## src/hw/sqrt_pkg.sv

```systemverilog
package sqrt_pkg;

    // **************************************************
    // datapath widths
    // **************************************************
    localparam int DATA_WIDTH  = 32;
    localparam int FRAC_WIDTH  = 16;
    localparam int TAG_WIDTH   = 4;

    // remainder needs two guard bits over the data.
    localparam int ACC_WIDTH   = DATA_WIDTH + 2;
    // radicand plus the appended fraction zeros.
    localparam int SHIFT_WIDTH = DATA_WIDTH + FRAC_WIDTH;

    // **************************************************
    // request queue
    // **************************************************
    localparam int FIFO_DEPTH     = 8;
    localparam int FIFO_PTR_WIDTH = $clog2(FIFO_DEPTH);
    localparam int DROP_WIDTH     = 8;

    // **************************************************
    // core iteration counts
    // **************************************************
    localparam int ITER_CNT_WIDTH = 5;

    localparam logic [ITER_CNT_WIDTH-1:0] ITER_INT =
        ITER_CNT_WIDTH'(DATA_WIDTH / 2);
    localparam logic [ITER_CNT_WIDTH-1:0] ITER_FIXED =
        ITER_CNT_WIDTH'((DATA_WIDTH + FRAC_WIDTH) / 2);

    typedef enum logic {
        MODE_INT   = 1'b0,  // plain unsigned integer.
        MODE_FIXED = 1'b1   // unsigned 16.16.
    } sqrt_mode_e;

    typedef enum logic {
        DISP_IDLE = 1'b0,
        DISP_BUSY = 1'b1
    } disp_state_e;

    typedef struct packed {
        logic [TAG_WIDTH-1:0]  tag;
        sqrt_mode_e            mode;
        logic [DATA_WIDTH-1:0] radicand;
    } sqrt_req_t;

    typedef struct packed {
        logic [TAG_WIDTH-1:0]  tag;
        sqrt_mode_e            mode;
        logic [DATA_WIDTH-1:0] root;
    } sqrt_resp_t;

endpackage

```

## src/hw/sqrt_req_fifo.sv

```systemverilog
`timescale 1ns/1ps

module sqrt_req_fifo (
    input  logic                              clk,
    input  logic                              reset,
    input  logic                              push,
    input  sqrt_pkg::sqrt_req_t               push_data,
    input  logic                              pop,
    output sqrt_pkg::sqrt_req_t               head,
    output logic                              empty,
    output logic                              full,
    output logic [sqrt_pkg::DROP_WIDTH-1:0]   drop_count
);
    import sqrt_pkg::*;

    sqrt_req_t                 mem [0:FIFO_DEPTH-1];
    logic [FIFO_PTR_WIDTH-1:0] wr_ptr;
    logic [FIFO_PTR_WIDTH-1:0] rd_ptr;
    logic [FIFO_PTR_WIDTH:0]   count;
    logic                      push_ok;
    logic                      push_drop;

    // **************************************************
    // status
    // **************************************************
    assign empty     = (count == '0);
    assign full      = (count == (FIFO_PTR_WIDTH + 1)'(FIFO_DEPTH));
    assign push_ok   = push && !full;
    assign push_drop = push && full;

    // fall-through read port.
    assign head = mem[rd_ptr];

    // **************************************************
    // storage and pointers
    // **************************************************
    always_ff @(posedge clk) begin
        if (push_ok) begin
            mem[wr_ptr] <= push_data;
        end
    end

    always_ff @(posedge clk) begin
        if (reset) begin
            wr_ptr <= '0;
        end else if (push_ok) begin
            wr_ptr <= wr_ptr + 1'b1;  // wraps, depth is a power of two.
        end
    end

    // pop is only raised with a valid head.
    always_ff @(posedge clk) begin
        if (reset) begin
            rd_ptr <= '0;
        end else if (pop) begin
            rd_ptr <= rd_ptr + 1'b1;
        end
    end

    always_ff @(posedge clk) begin
        if (reset) begin
            count <= '0;
        end else begin
            case ({push_ok, pop})
                2'b10:   count <= count + 1'b1;
                2'b01:   count <= count - 1'b1;
                default: count <= count;  // idle, or push and pop together.
            endcase
        end
    end

    // **************************************************
    // drop counter
    // **************************************************
    always_ff @(posedge clk) begin
        if (reset) begin
            drop_count <= '0;
        end else if (push_drop && (drop_count != '1)) begin
            drop_count <= drop_count + 1'b1;  // saturates at all ones.
        end
    end

endmodule

```

## src/hw/fp_sqrt.sv

```systemverilog
`timescale 1ns/1ps

module fp_sqrt (
    input  logic                              clk,
    input  logic                              reset,
    input  logic                              go,
    input  sqrt_pkg::sqrt_mode_e              mode,
    input  logic [sqrt_pkg::DATA_WIDTH-1:0]   radicand,
    output logic [sqrt_pkg::DATA_WIDTH-1:0]   root,
    output logic                              done
);
    import sqrt_pkg::*;

    // control.
    logic                      running;
    logic                      start;
    logic                      last;
    logic [ITER_CNT_WIDTH-1:0] iter_cnt;
    logic [ITER_CNT_WIDTH-1:0] iter_limit;

    // datapath.
    logic [SHIFT_WIDTH-1:0]    x;
    logic [SHIFT_WIDTH-1:0]    x_next;
    logic [ACC_WIDTH-1:0]      acc;
    logic [ACC_WIDTH-1:0]      acc_next;
    logic [ACC_WIDTH-1:0]      acc_shift;
    logic [ACC_WIDTH-1:0]      trial;
    logic [DATA_WIDTH-1:0]     quotient;
    logic [DATA_WIDTH-1:0]     quotient_next;

    // a go during an operation is ignored.
    assign start = go && !running;

    // all iterations have run, result is in quotient.
    assign last = running && (iter_cnt == iter_limit);

    // **************************************************
    // sequencing
    // **************************************************
    always_ff @(posedge clk) begin
        if (reset) begin
            running  <= 1'b0;
            iter_cnt <= '0;
        end else if (start) begin
            running  <= 1'b1;
            iter_cnt <= '0;
        end else if (last) begin
            running  <= 1'b0;
        end else if (running) begin
            iter_cnt <= iter_cnt + 1'b1;
        end
    end

    // fixed mode needs eight more bit pairs for the fraction.
    always_ff @(posedge clk) begin
        if (start) begin
            iter_limit <= (mode == MODE_FIXED) ? ITER_FIXED : ITER_INT;
        end
    end

    // **************************************************
    // one restoring step per cycle
    // **************************************************
    always_comb begin
        // bring down the next two radicand bits.
        acc_shift = {acc[ACC_WIDTH-3:0], x[SHIFT_WIDTH-1 -: 2]};
        trial     = acc_shift - {quotient, 2'b01};
        x_next    = {x[SHIFT_WIDTH-3:0], 2'b00};

        if (trial[ACC_WIDTH-1]) begin
            // trial went negative, keep remainder.
            acc_next      = acc_shift;
            quotient_next = {quotient[DATA_WIDTH-2:0], 1'b0};
        end else begin
            acc_next      = trial;
            quotient_next = {quotient[DATA_WIDTH-2:0], 1'b1};
        end
    end

    // integer mode stops after the top DATA_WIDTH bits of x.
    always_ff @(posedge clk) begin
        if (start) begin
            acc      <= '0;
            x        <= {radicand, {FRAC_WIDTH{1'b0}}};
            quotient <= '0;
        end else if (running && !last) begin
            acc      <= acc_next;
            x        <= x_next;
            quotient <= quotient_next;
        end
    end

    // **************************************************
    // result
    // **************************************************
    always_ff @(posedge clk) begin
        if (reset) begin
            done <= 1'b0;
        end else begin
            done <= last;  // single cycle, running drops with it.
        end
    end

    always_ff @(posedge clk) begin
        if (last) begin
            root <= quotient;
        end
    end

endmodule

```

## src/hw/sqrt_dispatch.sv

```systemverilog
`timescale 1ns/1ps

module sqrt_dispatch (
    input  logic                              clk,
    input  logic                              reset,
    input  sqrt_pkg::sqrt_req_t               head,
    input  logic                              empty,
    output logic                              pop,
    output logic                              go,
    output sqrt_pkg::sqrt_mode_e              core_mode,
    output logic [sqrt_pkg::DATA_WIDTH-1:0]   core_radicand,
    input  logic [sqrt_pkg::DATA_WIDTH-1:0]   core_root,
    input  logic                              core_done,
    output logic                              resp_valid,
    output sqrt_pkg::sqrt_resp_t              resp,
    output logic                              busy
);
    import sqrt_pkg::*;

    disp_state_e          state;
    logic [TAG_WIDTH-1:0] tag_q;
    sqrt_mode_e           mode_q;
    logic                 launch;
    logic                 finish;

    // **************************************************
    // launch path
    // **************************************************
    assign launch = (state == DISP_IDLE) && !empty;
    assign finish = (state == DISP_BUSY) && core_done;

    // pop and go share the launch cycle.
    assign pop           = launch;
    assign go            = launch;
    assign core_mode     = head.mode;
    assign core_radicand = head.radicand;

    assign busy = (state == DISP_BUSY);

    // **************************************************
    // state machine
    // **************************************************
    always_ff @(posedge clk) begin
        if (reset) begin
            state <= DISP_IDLE;
        end else begin
            case (state)
                DISP_IDLE: begin
                    if (launch) begin
                        state <= DISP_BUSY;
                    end
                end
                DISP_BUSY: begin
                    if (finish) begin
                        state <= DISP_IDLE;  // idle again as resp_valid rises.
                    end
                end
                default: state <= DISP_IDLE;
            endcase
        end
    end

    // request in flight.
    always_ff @(posedge clk) begin
        if (launch) begin
            tag_q  <= head.tag;
            mode_q <= head.mode;
        end
    end

    // **************************************************
    // response
    // **************************************************
    always_ff @(posedge clk) begin
        if (reset) begin
            resp_valid <= 1'b0;
        end else begin
            resp_valid <= finish;
        end
    end

    // held until the next response.
    always_ff @(posedge clk) begin
        if (finish) begin
            resp.tag  <= tag_q;
            resp.mode <= mode_q;
            resp.root <= core_root;
        end
    end

endmodule

```

## src/hw/sqrt_engine.sv

```systemverilog
`timescale 1ns/1ps

module sqrt_engine (
    input  logic                              clk,
    input  logic                              reset,
    input  logic                              req_push,
    input  sqrt_pkg::sqrt_req_t               req,
    output logic                              resp_valid,
    output sqrt_pkg::sqrt_resp_t              resp,
    output logic                              full,
    output logic                              empty,
    output logic                              busy,
    output logic [sqrt_pkg::DROP_WIDTH-1:0]   drop_count
);
    import sqrt_pkg::*;

    sqrt_req_t             head;
    logic                  pop;
    logic                  go;
    sqrt_mode_e            core_mode;
    logic [DATA_WIDTH-1:0] core_radicand;
    logic [DATA_WIDTH-1:0] core_root;
    logic                  core_done;

    // **************************************************
    // request queue
    // **************************************************
    sqrt_req_fifo fifo0 (
        .clk        (clk),
        .reset      (reset),
        .push       (req_push),
        .push_data  (req),
        .pop        (pop),
        .head       (head),
        .empty      (empty),
        .full       (full),
        .drop_count (drop_count)
    );

    // **************************************************
    // dispatcher and core
    // **************************************************
    sqrt_dispatch disp0 (
        .clk           (clk),
        .reset         (reset),
        .head          (head),
        .empty         (empty),
        .pop           (pop),
        .go            (go),
        .core_mode     (core_mode),
        .core_radicand (core_radicand),
        .core_root     (core_root),
        .core_done     (core_done),
        .resp_valid    (resp_valid),
        .resp          (resp),
        .busy          (busy)
    );

    fp_sqrt core0 (
        .clk      (clk),
        .reset    (reset),
        .go       (go),
        .mode     (core_mode),
        .radicand (core_radicand),
        .root     (core_root),
        .done     (core_done)
    );

endmodule

```

## config.mk

```make
export PLATFORM = sky130hd
export DESIGN_NAME = sqrt_engine
export DESIGN_NICKNAME = d
export VERILOG_FILES = /design/src/hw/sqrt_pkg.sv /design/src/hw/sqrt_req_fifo.sv /design/src/hw/fp_sqrt.sv /design/src/hw/sqrt_dispatch.sv /design/src/hw/sqrt_engine.sv
export SDC_FILE = /design/constraint.sdc
export NUM_CORES = 1
export LEC_CHECK = 0
export BUFFER_PORTS_ARGS = -buffer_cell sky130_fd_sc_hd__buf_4
export CORE_UTILIZATION = 66
export DETAILED_ROUTE_END_ITERATION = 8
export PLACE_DENSITY = 0.91
export SLEW_MARGIN = 20
export SYNTH_ARGS = -nofsm -noshare
export SYNTH_HDL_FRONTEND = slang
export SYNTH_SLANG_ARGS = --single-unit
```

## constraint.sdc

```tcl
create_clock -name clk -period 14.8 [get_ports clk]
set_input_delay 2.96 -clock clk [delete_from_list [all_inputs] [get_ports clk]]
set_output_delay 2.96 -clock clk [all_outputs]
set_load 0.005 [all_outputs]
```

==> results of run 1 <==
-- cell type report --
cell class | instances | share of cell area [%]
repair buffers | 108 | 3.58
inverters | 46 | 0.758
flip-flops and latches | 497 | 61.4
clock buffers | 55 | 5.33
well taps | 390 | 2.14
multi-input cells | 668 | 24.8
clock inverters | 29 | 1.92
diodes | 1 | 0.0110
-- cell usage in the layout (no fill, tap or decap), types with 5 or more instances in the layout --
master     instances
edfxtp_1         403
buf_4            107
o21ai_0           99
dfxtp_1           91
nand2_1           86
mux4_2            74
mux2i_1           51
nand3_1           47
clkbuf_16         46
inv_1             45
nor2_1            42
a21oi_1           41
ha_1              40
xnor2_1           23
xor2_1            22
a21o_1            19
bufinv_16         10
o21ai_1            8
nor3_1             8
nand4_1            8
clkinv_2           8
nor2b_1            6
mux2_2             6
or3_1              6
a22o_1             6
clkbuf_1           6
and3_1             5
a31oi_1            5
-- state kept, by name, summed over array words and instances, names as in the netlist, 5 cells and up, named ones only --
| register | cells |
|---|---|
| core0.acc | 32 |
| core0.iter_cnt | 5 |
| core0.quotient | 32 |
| core0.root | 32 |
| core0.x | 32 |
| disp0.resp | 37 |
| fifo0.drop_count | 8 |
| fifo0.mem | 296 |
-- layer usage --
| layer | vias up | GRT usage, % | wire length [um] | part of all wire [%] |
|---|---|---|---|---|
| li1 | 5071 | - | - | - |
| met1 | 5639 | 35.2 | 15800 | 37 |
| met2 | 556 | 50.4 | 22800 | 53 |
| met3 | 96 | 4.63 | 2840 | 6.6 |
| met4 | 0 | 11.4 | 1460 | 3.4 |
| met5 | - | 0 | 0 | 0 |
-- logic make-up after synthesis --
logic type	Yosys count	share of synthesized area (%)
xor+xnor	46	2.11
fa+ha+maj	41	2.60
simple gates	235	5.48
compound gates	215	6.60
buf+inv	104	2.07
flops	497	69.9
mux	131	11.2
-- worst paths after layout --
kind	end	slack [ns]	depth (start not counted)
hold / removal	disp0.resp[5]$_DFFE_PP_	0.41	0
setup reg to reg	core0.acc[3]$_SDFFE_PP0P_	11.22	11
hold reg to reg	disp0.resp[5]$_DFFE_PP_	0.41	0
setup / recovery	full	9.98	2
-- power by group through the flow --
stage / combinational, mW / sequential [mW] / clock (mW)
after floorplan: 1.14 / 1.80 / 0
after global placement: 1.36 / 1.82 / 0
after detailed placement: 1.41 / 1.84 / 0
after CTS: 1.45 / 1.82 / 1.30
after global routing: 1.58 / 1.84 / 1.35
final: 1.45 / 1.82 / 1.29
-- metrics by stage --
stage	setup WS (ns)	power [mW]
final	9.98	4.56
after global placement	9.65	3.18
after floorplan	7.34	2.94
after global routing	9.90	4.77
after detailed placement	9.57	3.25
after CTS	10.04	4.57
==> results.json, run 1 <==
{
  "clkLatencyLatePin_ns": 0.56,
  "dp_cells": 1709,
  "maxCapViolations": 0,
  "setup.worst_path.class": "register to output pin",
  "critPathLaunch": "fifo0.count[0]$_SDFFE_PP0P_",
  "setup_viol": 0,
  "power.density_nw_per_um2": 200,
  "initial_utilization_pct": 67.3,
  "fillCellCount": 1559,
  "place_area_um2": 21100,
  "syn_inst": 1269,
  "ir_drop_mv": 0.182,
  "swShare_pct": 32.3,
  "wl_um": 43000,
  "grt_pass1_wl_um": 65800,
  "finalSetupTns_ns": 0,
  "worst_pin_slew_ns": 1.12,
  "synth_top_area_share_pct": 60.5,
  "ys_types": 63,
  "layout.cells.non_filler": 1794,
  "min-delay-start": "core0.root[5]$_DFFE_PP_",
  "die_x_um": 176,
  "clock-sinks": 497,
  "worstSetupEndpointType": "output pin",
  "grt_max_degree": 101,
  "core_um2": 29700,
  "cp.required_ns": 11.84,
  "hold_violations": 0,
  "cts_tree": "done",
  "drv_slew": 0,
  "synthFlopType": "edfxtp_1",
  "grt_pass1_vias": 11500,
  "pwr-share-seq_pct": 40.0,
  "clockRootBuffer": "clkbuf_16",
  "synth_edf_count": 403,
  "min_path_type": "register to register",
  "p_switching_mw": 1.47,
  "port-buffer-count": 88,
  "stdcell_area_um2": 22800,
  "cpPeakStageDelay_ns": 0.70,
  "yosys_warnings": 0,
  "min_period_ns": 4.82,
  "critPathSlowestCell": "nor4b_1",
  "antenna_found_initial": 0,
  "vias": 11400,
  "syn2layout_area_growth_pct": 13.9,
  "drc": 0,
  "postCtsSetupBuffers": 0,
  "pwr-share-comb_pct": 31.8,
  "crit_chain": "nor4b_1 > buf_4",
  "die_area_um2": 31000,
  "rows": 63,
  "drive_gt1_share_pct": 21.0,
  "cts_resized": 0,
  "grt_usage_pct": 28.5,
  "synthTopCellsByCount": "403 x edfxtp_1, 99 x o21ai_0, 94 x dfxtp_1, 86 x nand2_1, 74 x mux4_2",
  "intPower_mw": 3.09,
  "synth.net_count": 1350,
  "synth_top_cells_by_area": "edfxtp_1 61%, dfxtp_1 9.4%, mux4_2 8.3%, mux2i_1 2.6%, ha_1 2.5%",
  "synth_area_um2": 20000,
  "leakage_nw": 7.86,
  "cp_top_family": "simple AND/OR/NAND/NOR gates",
  "critPathBufInv": 1,
  "fmax_mhz": 207,
  "path_max_fanout": 5,
  "cts_max_level": 2,
  "dr.pass1.iters": 5,
  "start_kind": "register",
  "power_frac_clock_pct": 28.2,
  "vias_per_cell": 6.33,
  "cts_hold_buf": 0,
  "slew_headroom_pct": 25.1,
  "regArea_um2": 14000,
  "syn_avg_cell_area_um2": 15.8,
  "io_pins": 89,
  "fin_crit_sh_pct": 32.6,
  "cp.arrival_ns": 1.86,
  "whs_ns": 0.410,
  "dp_hpwl_um": 22600,
  "clk_pin_slew_worst_paths_ns": 0.07,
  "antenna_left": 0,
  "gp_congestion": 0.920,
  "routedWlPerCell_um": 24.0,
  "chipHeight_um": 176,
  "utilization_pct": 76.7,
  "cts_max_path_buffers": 3,
  "rr_startpoint": "core0.quotient[1]$_SDFFE_PP0P_",
  "grt_overflow": 0,
  "synth_seq_cells": 497,
  "first_iter_violations": 1112,
  "rsz0062_at_grt": "no",
  "yosysMostFrequentCell": "edfxtp_1",
  "outcome": "complete, no violations",
  "fin_skew_ns": 0.0201,
  "cts_buffers": 45,
  "yosysSeqAreaShare_pct": 69.9,
  "final_nets": 1447,
  "ys_async_sr_fraction_pct": 0,
  "multi_input_area_um2": 5660,
  "yosysTopAreaCell": "edfxtp_1"
}
Power figures use the tool's default switching activity.
==> run 2: changes to the inputs <==
CORE_UTILIZATION = 55   (was 66)
PLACE_DENSITY = 0.81   (was 0.91)
clock period = 3.9 ns   (was 14.8 ns; I/O delays follow)
==> run 2 against run 1 <==
  * The flow now finishes with violations (design-rule violations)
  * Clock-buffer cell count rose by 1
  * Via count fell by 3.8%
  * Setup slack got worse by 9.2 ns
  * Final cell count rose by 4.4%
  * Largest cell class unchanged
  * Design area rose by 0.28%
  * Combinational power rose to 3.7 times the previous value
  * Critical endpoint is now core0.acc[2]$_SDFFE_PP0P_
  * Flip-flop and latch count did not move
  * Register-to-register slack got worse by 10 ns
  * Global-route usage fell by 7.3 points
  * First-iteration DRC count fell by 25%
==> results.json, run 2 (same netlist as run 1, synthesis figures left out) <==
{
  "outcome": "finished, violations left",
  "violations": "design-rule violations",
  "vias_per_cell": 5.83,
  "cp.required_ns": 4.35,
  "grt_pass1_wl_um": 59600,
  "reg2reg_depth": 11,
  "power.density_nw_per_um2": 740,
  "setup.worst_path.class": "register to register",
  "clock-sinks": 497,
  "slew_headroom_pct": 30.6,
  "rr_startpoint": "core0.quotient[0]$_SDFFE_PP0P_",
  "rr_endpoint": "core0.acc[2]$_SDFFE_PP0P_",
  "critPathSlowestCell": "xnor2_4",
  "cts_tree": "done",
  "chipHeight_um": 193,
  "utilization_pct": 64.1,
  "setup_viol": 0,
  "ir_drop_mv": 0.604,
  "min-delay-start": "core0.root[7]$_DFFE_PP_",
  "rsz0062_at_grt": "no",
  "largest_reg_flops": 296,
  "io_pins": 89,
  "first_iter_violations": 829,
  "drive_gt1_share_pct": 20.7,
  "clk_pin_slew_worst_paths_ns": 0.06,
  "min_path_type": "register to register",
  "dr.pass1.iters": 8,
  "grt_max_degree": 74,
  "leakage_nw": 7.83,
  "cp_top_family": "compound AO/OA/AOI/OAI gates",
  "clockRootBuffer": "clkbuf_16",
  "final_nets": 1452,
  "cp.arrival_ns": 3.60,
  "reg2reg_slack_ns": 0.76,
  "grt_busiest_layer": "met2",
  "fillCellCount": 2434,
  "antenna_found_initial": 1,
  "cts_hold_buf": 0,
  "cts_max_path_buffers": 3,
  "stdcell_area_um2": 22800,
  "grt_overflow": 0,
  "worst_pin_slew_ns": 1.04,
  "routedWlPerCell_um": 20.3,
  "port-buffer-count": 88,
  "cts_max_level": 2,
  "cts_buffers": 49,
  "path_max_fanout": 21,
  "hold_violations": 0,
  "layout.cells.non_filler": 1873,
  "final_cell_mix": "403 x edfxtp_1, 106 x buf_4, 99 x o21ai_0",
  "syn2layout_area_growth_pct": 14.2,
  "clkLatencyLatePin_ns": 0.58,
  "top_register": "fifo0.mem",
  "gp_congestion": 0.892,
  "wl_um": 38000,
  "final_common_cell": "edfxtp_1",
  "fmax_mhz": 318,
  "grt_pass1_vias": 11000,
  "antenna_left": 0,
  "use_met1_pct": 26.5,
  "multi_input_area_um2": 5670,
  "grt_usage_pct": 21.2,
  "grt_util_met2_pct": 37.2,
  "start_kind": "register",
  "fin_skew_ns": 0.0124,
  "cts_resized": 0,
  "vias": 10900,
  "dp_hpwl_um": 21200,
  "drc": 8,
  "die_x_um": 193,
  "initial_utilization_pct": 56.1,
  "dp_cells": 1781,
  "diodes": 0,
  "core_um2": 35700,
  "fin_crit_sh_pct": 80.6,
  "path_common_cell": "o21ai_0",
  "crit_chain": "inv_1 > ha_1 > o21ai_0 > a2bb2oi_2 > a22oi_1 > a21oi_2 > a21oi_4 > xnor2_4 > buf_4 > mux2i_1 > o21ai_0",
  "critPathBufInv": 2,
  "drv_slew": 0,
  "die_area_um2": 37100,
  "cpPeakStageDelay_ns": 0.59,
  "maxCapViolations": 0,
  "worstSetupEndpointType": "register",
  "reg_top3": "fifo0.mem (296), disp0.resp (37)",
  "whs_path_depth": 0,
  "place_area_um2": 21300,
  "postCtsSetupBuffers": 0,
  "regArea_um2": 14000,
  "whs_ns": 0.412,
  "rows": 69,
  "grt_use_met3_pct": 3.76,
  "min_to": "disp0.resp[7]$_DFFE_PP_",
  "min_period_ns": 3.14
}
-- run 2: cell count changes in the layout (fill, tap and decap cells not counted), moves of 2 or more --
cell,change
clkinv_1,+13
clkbuf_16,+3
inv_6,+2
bufinv_16,-6
clkinv_4,-3
buf_12,+3
-- run 2: worst register-to-register path, cell delays in order (launching register included) --
cell	delay, ns
dfxtp_1	0.35
inv_1	0.06
ha_1	0.32
o21ai_0	0.16
a2bb2oi_2	0.33
a22oi_1	0.15
a21oi_2	0.31
a21oi_4	0.12
xnor2_4	0.59
buf_4	0.34
mux2i_1	0.21
o21ai_0	0.08
-- run 2: layout make-up --
| type | instances | area share, % |
|---|---|---|
| repair buffers | 109 | 3.75 |
| flip-flops and latches | 497 | 61.2 |
| well taps | 461 | 2.53 |
| clock inverters | 36 | 1.32 |
| multi-input cells | 668 | 24.8 |
| inverters | 46 | 0.756 |
| clock buffers | 56 | 5.57 |
-- run 2: power breakdown --
part | internal (mW) | leakage (nW) | switching [mW]
clock | 2.62 | 0.764 | 1.94
sequential | 6.54 | 4.45 | 0.378
combinational | 2.34 | 2.62 | 3.09
-- run 2: layer usage --
layer  wire length [um]  vias to the layer above
li1                   -                     5082
met1              15200                     5417
met2              19700                      362
met3               2260                       63
met4                839                        2
met5                 15                        -
-- run 2: how the worst max path moves through the flow --
stage,slack [ns],depth (start not counted),end,startpoint
4_1_cts,0.77,11,core0.acc[2]$_SDFFE_PP0P_,core0.quotient[0]$_SDFFE_PP0P_
6_report,0.76,11,core0.acc[2]$_SDFFE_PP0P_,core0.quotient[0]$_SDFFE_PP0P_
3_5_place_dp,0.80,11,core0.acc[3]$_SDFFE_PP0P_,core0.quotient[0]$_SDFFE_PP0P_
3_3_place_gp,0.91,11,core0.acc[3]$_SDFFE_PP0P_,core0.quotient[0]$_SDFFE_PP0P_
2_1_floorplan,-0.40,3,fifo0.mem[2][0]$_DFFE_PP_,req_push
5_1_grt,0.50,11,core0.acc[6]$_SDFFE_PP0P_,core0.quotient[1]$_SDFFE_PP0P_
-- run 2: metrics by stage --
| stage | TNS [ns] | total power [mW] | setup slack, ns |
|---|---|---|---|
| after floorplan | -44.93 | 11.1 | -0.405 |
| after global placement | 0 | 12.2 | 0.913 |
| after detailed placement | 0 | 12.4 | 0.803 |
| after CTS | 0 | 17.0 | 0.766 |
| after global routing | 0 | 17.9 | 0.499 |
| final | 0 | 16.9 | 0.756 |
